[src/logic/cpu_pkg.sv]
package cpu_pkg;

  localparam int WORD_W    = 16;
  localparam int ADDR_W    = 10;              // low bits of the operand address memory
  localparam int OPCODE_W  = 8;
  localparam int REG_IDX_W = 4;               // low nibble of the register byte

  typedef logic [WORD_W-1:0]    word_t;       // data, instruction or operand word
  typedef logic [ADDR_W-1:0]    addr_t;       // memory word address
  typedef logic [OPCODE_W-1:0]  opcode_t;
  typedef logic [REG_IDX_W-1:0] reg_idx_t;

  localparam int NUM_REGS = 16;

  // first instruction after reset, past the old process header area
  localparam addr_t PROGRAM_START = 10'd46;

  localparam opcode_t OP_JMP       = 8'd1;    // pc = operand
  localparam opcode_t OP_RAM2REG   = 8'd2;    // reg = mem[operand]
  localparam opcode_t OP_REG2RAM   = 8'd3;    // mem[operand] = reg
  localparam opcode_t OP_NUM2REG   = 8'd4;    // reg = operand
  localparam opcode_t OP_REG_PLUS  = 8'd5;    // reg += operand
  localparam opcode_t OP_REG_MINUS = 8'd6;    // reg -= operand

  typedef enum logic [1:0] {
    FETCH_HI,                                 // request opcode word
    FETCH_LO,                                 // take opcode word, request operand
    DISPATCH,                                 // take operand, jump or hand off
    WAIT_DONE                                 // instruction in flight
  } fetch_state_t;

  typedef enum logic [2:0] {
    CLS_NONE,                                 // nothing for execute to do
    CLS_SET,
    CLS_ADD,
    CLS_SUB,
    CLS_LOAD,
    CLS_STORE
  } op_class_t;

endpackage
[src/logic/cpu_top.sv]
`timescale 1ns/1ns

module cpu_top import cpu_pkg::*; (
  input  logic  clka,
  input  logic  rst,
  output logic  mem_re,
  output addr_t mem_raddr,
  input  word_t mem_rdata,
  output logic  mem_we,
  output addr_t mem_waddr,
  output word_t mem_wdata
);

  logic      fetch_re;
  addr_t     fetch_addr;
  logic      op_valid;
  op_class_t op_class;
  reg_idx_t  op_reg;
  word_t     op_operand;
  logic      exec_done;
  logic      ld_req;
  logic      st_req;
  addr_t     ls_addr;
  word_t     st_data;
  logic      ld_valid;
  word_t     ld_data;

  fetch_decode fetch_decode_i (
    .clka       (clka),
    .rst        (rst),
    .mem_rdata  (mem_rdata),
    .exec_done  (exec_done),
    .fetch_re   (fetch_re),
    .fetch_addr (fetch_addr),
    .op_valid   (op_valid),
    .op_class   (op_class),
    .op_reg     (op_reg),
    .op_operand (op_operand)
  );

  reg_execute reg_execute_i (
    .clka       (clka),
    .rst        (rst),
    .op_valid   (op_valid),
    .op_class   (op_class),
    .op_reg     (op_reg),
    .op_operand (op_operand),
    .ld_valid   (ld_valid),
    .ld_data    (ld_data),
    .ld_req     (ld_req),
    .st_req     (st_req),
    .ls_addr    (ls_addr),
    .st_data    (st_data),
    .exec_done  (exec_done)
  );

  mem_result mem_result_i (
    .clka       (clka),
    .rst        (rst),
    .fetch_re   (fetch_re),
    .fetch_addr (fetch_addr),
    .ld_req     (ld_req),
    .st_req     (st_req),
    .ls_addr    (ls_addr),
    .st_data    (st_data),
    .mem_rdata  (mem_rdata),
    .mem_re     (mem_re),
    .mem_raddr  (mem_raddr),
    .mem_we     (mem_we),
    .mem_waddr  (mem_waddr),
    .mem_wdata  (mem_wdata),
    .ld_valid   (ld_valid),
    .ld_data    (ld_data)
  );

endmodule

[src/logic/fetch_decode.sv]
`timescale 1ns/1ns

module fetch_decode import cpu_pkg::*; (
  input  logic      clka,
  input  logic      rst,
  input  word_t     mem_rdata,
  input  logic      exec_done,
  output logic      fetch_re,
  output addr_t     fetch_addr,
  output logic      op_valid,
  output op_class_t op_class,
  output reg_idx_t  op_reg,
  output word_t     op_operand
);

  fetch_state_t state;
  addr_t        pc;
  logic         running;                      // low for the first cycle out of reset
  opcode_t      opcode_q;
  reg_idx_t     reg_q;
  word_t        operand_q;
  logic         is_jmp;

  // opcode to execute class
  always_comb begin
    case (opcode_q)
      OP_NUM2REG:   op_class = CLS_SET;
      OP_REG_PLUS:  op_class = CLS_ADD;
      OP_REG_MINUS: op_class = CLS_SUB;
      OP_RAM2REG:   op_class = CLS_LOAD;
      OP_REG2RAM:   op_class = CLS_STORE;
      default:      op_class = CLS_NONE;      // jmp and unknown opcodes
    endcase
  end

  assign is_jmp = (opcode_q == OP_JMP);

  assign fetch_re   = running && (state == FETCH_HI || state == FETCH_LO);
  assign fetch_addr = (state == FETCH_LO) ? pc + addr_t'(1) : pc;

  assign op_valid = (state == DISPATCH) && (op_class != CLS_NONE);
  assign op_reg   = reg_q;

  // operand arrives during dispatch, held afterwards until retire
  assign op_operand = (state == DISPATCH) ? mem_rdata : operand_q;

  always_ff @(posedge clka) begin
    if (!rst) begin
      state    <= FETCH_HI;
      pc       <= PROGRAM_START;
      running  <= 1'b0;
      opcode_q <= '0;
    end else begin
      running <= 1'b1;
      case (state)
        FETCH_HI: begin
          if (running) begin
            state <= FETCH_LO;
          end
        end
        FETCH_LO: begin
          opcode_q <= mem_rdata[15:8];          // high byte is the opcode
          state    <= DISPATCH;
        end
        DISPATCH: begin
          if (is_jmp) begin
            pc <= mem_rdata[ADDR_W-1:0];
          end else begin
            pc <= pc + addr_t'(2);              // next two-word instruction
          end
          if (op_class == CLS_NONE) begin
            state <= FETCH_HI;
          end else begin
            state <= WAIT_DONE;
          end
        end
        WAIT_DONE: begin
          if (exec_done) begin
            state <= FETCH_HI;
          end
        end
        default: state <= FETCH_HI;
      endcase
    end
  end

  always_ff @(posedge clka) begin
    if (state == FETCH_LO) begin
      reg_q <= mem_rdata[REG_IDX_W-1:0];      // upper nibble of reg byte ignored
    end
    if (state == DISPATCH) begin
      operand_q <= mem_rdata;
    end
  end

  // execute retires only while an instruction is outstanding
  assert property (@(posedge clka) disable iff (!rst)
    exec_done |-> (state == WAIT_DONE));

endmodule

[src/logic/reg_execute.sv]
`timescale 1ns/1ns

module reg_execute import cpu_pkg::*; (
  input  logic      clka,
  input  logic      rst,
  input  logic      op_valid,
  input  op_class_t op_class,
  input  reg_idx_t  op_reg,
  input  word_t     op_operand,
  input  logic      ld_valid,
  input  word_t     ld_data,
  output logic      ld_req,
  output logic      st_req,
  output addr_t     ls_addr,
  output word_t     st_data,
  output logic      exec_done
);

  word_t regs [NUM_REGS];
  logic  ld_pending;                          // load issued, waiting for data

  // op_reg and op_operand hold until exec_done
  assign ls_addr = op_operand[ADDR_W-1:0];
  assign st_data = regs[op_reg];

  always_ff @(posedge clka) begin
    if (!rst) begin
      for (int i = 0; i < NUM_REGS; i++) begin
        regs[i] <= '0;
      end
      ld_req     <= 1'b0;
      st_req     <= 1'b0;
      exec_done  <= 1'b0;
      ld_pending <= 1'b0;
    end else begin
      ld_req    <= 1'b0;
      st_req    <= 1'b0;
      exec_done <= 1'b0;
      if (op_valid) begin
        case (op_class)
          CLS_SET: begin
            regs[op_reg] <= op_operand;
            exec_done    <= 1'b1;
          end
          CLS_ADD: begin
            regs[op_reg] <= regs[op_reg] + op_operand;  // wraps mod 2^16
            exec_done    <= 1'b1;
          end
          CLS_SUB: begin
            regs[op_reg] <= regs[op_reg] - op_operand;
            exec_done    <= 1'b1;
          end
          CLS_LOAD: begin
            ld_req     <= 1'b1;
            ld_pending <= 1'b1;
          end
          CLS_STORE: begin
            st_req    <= 1'b1;
            exec_done <= 1'b1;                // write lands one cycle later
          end
          default: ;
        endcase
      end
      if (ld_valid && ld_pending) begin
        regs[op_reg] <= ld_data;
        exec_done    <= 1'b1;
        ld_pending   <= 1'b0;
      end
    end
  end

  assert property (@(posedge clka) disable iff (!rst)
    !(ld_req && st_req));

  // load data only comes back for a load this side asked for
  assert property (@(posedge clka) disable iff (!rst)
    ld_valid |-> ld_pending);

endmodule

[src/logic/mem_result.sv]
`timescale 1ns/1ns

module mem_result import cpu_pkg::*; (
  input  logic  clka,
  input  logic  rst,
  input  logic  fetch_re,
  input  addr_t fetch_addr,
  input  logic  ld_req,
  input  logic  st_req,
  input  addr_t ls_addr,
  input  word_t st_data,
  input  word_t mem_rdata,
  output logic  mem_re,
  output addr_t mem_raddr,
  output logic  mem_we,
  output addr_t mem_waddr,
  output word_t mem_wdata,
  output logic  ld_valid,
  output word_t ld_data
);

  logic  ld_rd_q;                             // load read on the port this cycle
  addr_t ld_addr_q;
  logic  st_q;
  addr_t st_addr_q;
  word_t st_data_q;

  // single read port shared by fetch and loads
  assign mem_re    = fetch_re || ld_rd_q;
  assign mem_raddr = ld_rd_q ? ld_addr_q : fetch_addr;

  assign mem_we    = st_q;
  assign mem_waddr = st_addr_q;
  assign mem_wdata = st_data_q;

  assign ld_data = mem_rdata;                 // valid alongside ld_valid

  always_ff @(posedge clka) begin
    if (!rst) begin
      ld_rd_q  <= 1'b0;
      st_q     <= 1'b0;
      ld_valid <= 1'b0;
    end else begin
      ld_rd_q  <= ld_req;
      st_q     <= st_req;
      ld_valid <= ld_rd_q;                    // one cycle read latency
    end
  end

  always_ff @(posedge clka) begin
    if (ld_req) begin
      ld_addr_q <= ls_addr;
    end
    if (st_req) begin
      st_addr_q <= ls_addr;
      st_data_q <= st_data;
    end
  end

  // fetch is idle while a load is in flight
  assert property (@(posedge clka) disable iff (!rst)
    !(fetch_re && ld_rd_q));

endmodule

[config.mk]
export PLATFORM = sky130hd
export DESIGN_NAME = cpu_top
export DESIGN_NICKNAME = d
export VERILOG_FILES = /design/src/logic/cpu_pkg.sv /design/src/logic/cpu_top.sv /design/src/logic/fetch_decode.sv /design/src/logic/reg_execute.sv /design/src/logic/mem_result.sv
export SDC_FILE = /design/constraint.sdc
export NUM_CORES = 1
export LEC_CHECK = 0
export BUFFER_PORTS_ARGS = -buffer_cell sky130_fd_sc_hd__buf_2
export CAP_MARGIN = 5
export CORE_MARGIN = 2
export CORE_UTILIZATION = 43
export DETAILED_ROUTE_END_ITERATION = 10
export SETUP_SLACK_MARGIN = 0.02
export SLEW_MARGIN = 10
export SYNTH_ARGS = -nofsm -noshare
export SYNTH_HDL_FRONTEND = slang
export SYNTH_SLANG_ARGS = --single-unit
export TNS_END_PERCENT = 5
[constraint.sdc]
create_clock -name clka -period 12.4 [get_ports clka]
set_input_delay 3.1 -clock clka [delete_from_list [all_inputs] [get_ports clka]]
set_output_delay 3.1 -clock clka [all_outputs]
set_load 0.03 [all_outputs]
======== Word level (Yosys, flattened, before mapping) ========
Memory sizes are Yosys's and may differ from the RTL's. A register that Yosys moved wholly into a read port is not among the register bits.
Cells that the tools add are included.
word-level totals
  bits in registers ....................... 84
  memory bits (writable) .................. 256
  input port bits ......................... 18
  output and inout bits ................... 38
  word-level logic and storage cells ...... 93
  memories ................................ 1
cells by class
  add/subtract/negate cells ............... 4
  eq/ne operators ......................... 16
  multiplexer cells ....................... 38
  bitwise gates (word level) .............. 4
  reductions and logical operators ........ 14
memories
  name                depth  bits a word  read ports  clocked after Yosys merged registers in  write ports  line               source
  reg_execute_i.regs  16     16           1           1                                        16           reg_execute.sv:19  word_t regs [NUM_REGS];
operators by type and width
  operator                 number
  $mux W16                 5
  $mux W10                 3
  $eq A8 B3 Y1 const B     3
  $mux W1                  23
  $add A16 B16 Y16         1
  $eq A8 B2 Y1 const B     2
  $reduce_or A16 Y1        1
  $sub A16 B16 Y16         1
  $pmux W3 S5              1
  $add A10 B1 Y10 const B  1
  $add A10 B2 Y10 const B  1
  $eq A8 B1 Y1 const B     1
  $mux W4                  2
  $pmux W2 S4              1
  $eq A3 B2 Y1 const B     2
  $eq A3 B3 Y1 const B     2
  $mux W2                  3
  $reduce_and A2 Y1        3
  $eq A2 B2 Y1 const B     2
  $ne A2 B1 Y1 const B     2
  $reduce_or A4 Y1         1
  $eq A3 B1 Y1 const B     1
  $logic_and A1 B1 Y1      3
  $logic_not A3 Y1         1
  other kinds (7)          10

======== Logic depth before layout (Yosys ltp) ========
  depth in word-level cells ............... 12
  depth in mapped cells ................... 16
  mapped depth without buffers ............ 13

======== Modules after synthesis ========
From an unflattened synthesis, not the netlist that was laid out.
unflattened totals
  cell total of the unflattened synthesis .. 1328
  area, all modules ....................... 16557.1 um^2
modules (own cells, without submodules)
  module        instances  cells an instance  area an instance (um^2)  sequential area each (um^2)
  reg_execute   1          1021               13198.9                  7767.4
  fetch_decode  1          237                1916.8                   860.8
  mem_result    1          70                 1441.4                   1141.1

======== Worst setup path after synthesis ========
Ideal clock, no wire load.
  kind .................................... input port to flip-flop
  start ................................... input mem_rdata[0]
  end ..................................... memory reg_execute_i.regs[10][12] in the netlist's numbering, data pin
  setup time .............................. 270 ps
  arrival ................................. 5710 ps
  required time ........................... 12130 ps
  setup slack ............................. 6419 ps
  cell stages on the path ................. 13
  buffers on the path ..................... 1
  cell sequence ........................... nand2_1 -> nand2_1 -> ha_1 -> inv_1 -> fa_1 -> o21bai_1 -> nand2_1 -> a41o_1 -> a221oi_1 -> mux2_2 -> o211ai_1 -> buf_2 -> a21oi_1
RTL lines
  what         line               source
  from (decl)  cpu_top.sv:8       input word_t mem_rdata,
  to (decl)    reg_execute.sv:19

==> flow_summary.toml <==
[logic_synthesis]
async_flop_share = 0
yosys_warnings = 0
synth_nets = 1383
synth_area_mm2 = 0.01667
yosysSeqAreaShare = 0.5908
synth_top_area_share = 0.5332
synth_top_area_cell = "edfxtp_1"
syn_area_per_cell_um2 = 12.53
synth_cells = 1331
synth_edf_count = 296
ys.flop_type = "edfxtp_1"
synth_top_cells_by_area = "edfxtp_1 (53%), mux4_2 (11%), dfxtp_1 (5.8%)"
ys_seq_elements = 344
ys_types = 77

[pwr]
comb_power_share = 0.227
vdd_ir_drop_max_mv = 0.1143
clkPwrFrac = 0.362
seqPwrFrac = 0.411
swShare = 0.3111
p_leak_nw = 6.635
internal_power_mw = 2.255
switching_power_mw = 1.018
p_per_area_mw_per_mm2 = 175.9
total_power_mw = 3.274

[critical_path]
critPathBufInv = 1
worstPathRequired_ps = 12580
worstPathArrival_ps = 7020
path_max_fanout = 47
ff2ff_path_depth = 11
cp-end-kind = "register"
start_kind = "input port"
cp_cell_sequence = "buf_2, nand3_1, o41ai_2, nor2b_1, nand3_1, nand2_1"
r2r_end = "reg_execute_i.regs[8][13]"
cpLargestDelayFamily = "simple AND/OR/NAND/NOR gates"
r2r_setup_slack_ps = 6260
criticalPathCategory = "input port to register"
cpMostUsedCell = "nand3_1"
cpMaxStageDelayCell = "nand2_1"
max_stage_delay_ps = 870

[timing]
fin_setup_tns_ps = 0
fin_skew_ps = 15.01
tightest_slew_ps = 1224
max_freq_mhz = 146.2
slew_viol_final = 0
finalCritPeriodShare = 0.5514
layout_min_cycle_time_ps = 6838
hold_viol = 0
max_slew_margin = 0.1841
whs_ps = 473.5
setup_ws_ps = 5562
rsz0062_at_grt = "false"
finalSetupViolCount = 0

[detailed_routing]
drt_iter0_drc = 1034
wl_per_cell_um = 24.33
drc_errors = 0
vias = 11140
firstDrtPassIters = 5
final_antenna_net_count = 0
wirelength_um = 46020
via_per_inst = 5.890

[clock_tree]
cts_resized = 0
post-cts-setup-buffer-count = 0
cts_hold_buf = 0
cts-root-buf = "clkbuf_16"
path_clk_slew_ps = 60
clk_path_buf_depth = 3
cts_tree = "built"
h-tree-depth = 2
clock-sinks = 344
numCtsBuffers = 39
insertion_delay_ps = 560

[placed_design]
dp_worst_setup_slack_ps = 4865
io_buffers = 55
detailed_place_hpwl_um = 31950
place_congestion = 0.8636

[die]
die_height_um = 200.9
chipWidth_um = 200.9
die_area_mm2 = 0.04036
initial_utilization = 0.4334
num_io_pins = 56
design.core.area_mm2 = 0.03847
num_rows = 72

[job]
drv_cap = 0

[global_routing]
grtUsageTotal = 0.2282
antenna_found_initial = 0
grt_max_degree = 48
overflow = 0
grt_pass1_wl_um = 69320
grt_pass1_vias = 11000

[cells_and_area]
drive_gt1_frac = 0.1923
fillers = 3406
final_util = 0.4839
largest_register_ffs = 256
area_growth_pct = 11.66
antenna_cells = 0
nNetsFinal = 1394
largest_register = "reg_execute_i.regs"

[worst_hold_path]
min_from = "fetch_decode_i.opcode_q[5]"
hold_class = "register to register"
holdPathStages = 2
whs_endpoint = "fetch_decode_i.opcode_q[5]"

[run_status]
status = "finished clean"
==> final cells by class <==
type	count	area (µm²)	area share
Inverter	37	138.9	0.007461
Timing Repair Buffer	72	402.9	0.02164
Tap cell	518	648.1	0.03482
Clock buffer	49	1023	0.05498
Multi-Input combinational cell	848	6261	0.3364
Sequential cell	344	9854	0.5294
Clock inverter	23	285.3	0.01533
==> worst register-to-register path: cells and delay by family (launching register included) <==
kind                     cells  cell delay [ps]
XOR/XNOR                     1              140
flip-flops                   1              770
multiplexers                 2             1230
buffers and inverters        2              830
adder cells (fa/ha/maj)      1              490
AO/OA/AOI/OAI                5             2390
==> cell usage in the layout, fill, tap and decap left out, types with 33 or more instances in the layout <==
cell type | netlist | final
mux4_2 | 80 | 80
buf_2 | 16 | 55
nor2_1 | 231 | 230
inv_1 | 36 | 36
nor3_1 | 33 | 33
dfxtp_1 | 48 | 46
a21oi_1 | 73 | 72
clkbuf_16 | 0 | 39
nand2_1 | 106 | 106
o21ai_0 | 37 | 37
edfxtp_1 | 296 | 296
==> through the flow <==
stage               instance area, µm²  instances
global route                     18610       1891
detailed placement               17300       1819
floorplan                        16670       1331
global placement                 17300       1819
finish                           18610       1891
CTS                              18610       1891
==> how the worst max path moves through the flow <==
stage                            start  slack (ps)                         end  cells after the start
after detailed placement           rst        4860   reg_execute_i.regs[15][5]                      6
after floorplan           mem_rdata[0]        6420  reg_execute_i.regs[10][12]                     13
final                              rst        5560   reg_execute_i.regs[12][6]                      6
after CTS                          rst        5400  reg_execute_i.regs[12][12]                      6
after global placement             rst        4970   reg_execute_i.regs[13][1]                      6
after global routing               rst        5240  reg_execute_i.regs[13][12]                      6
==> cell families (layout without fill, tap and decap cells) <==
family	count (synthesis)	in the layout	synth area share
muxes	96	96	0.1178
buffers and inverters	139	181	0.03572
AOI/OAI and AO/OA	219	219	0.09029
xor gates and xnor gates	21	21	0.01103
adders and majority gates	34	34	0.02642
DFF	344	344	0.5908
and+or+nand+nor	478	478	0.1279
==> power by group through the flow <==
stage	sequential (mW)	clock (mW)	combinational [mW]
global placement	1.37	0	0.727
CTS	1.34	1.20	0.733
global route	1.35	1.25	0.795
detailed placement	1.37	0	0.730
finish	1.34	1.18	0.744
floorplan	1.35	0	0.519
==> Yosys cell counts, types with 7 or more instances <==
library cell and number:
a21boi_0 9, a21o_1 7, a21oi_1 73, a21oi_2 11, and2_1 12, buf_1 12, buf_2 16, clkbuf_1 65
dfxtp_1 48, edfxtp_1 296, ha_1 32, inv_1 36, mux2i_1 14, mux4_2 80, nand2_1 106, nand2b_1 11
nand3_1 23, nand4_1 7, nor2_1 231, nor2_2 10, nor2b_1 11, nor3_1 33, o21ai_0 37, xnor2_1 12
xor2_1 9
==> metal layers <==
layer  vias up  track usage  share of wire
li1       4958            -              -
met1      5565       0.3018           0.41
met2       511       0.3686           0.47
met3       104      0.04416          0.075
met4         0      0.09868          0.047
met5         -            0              0
Power figures use the tool's default switching activity.
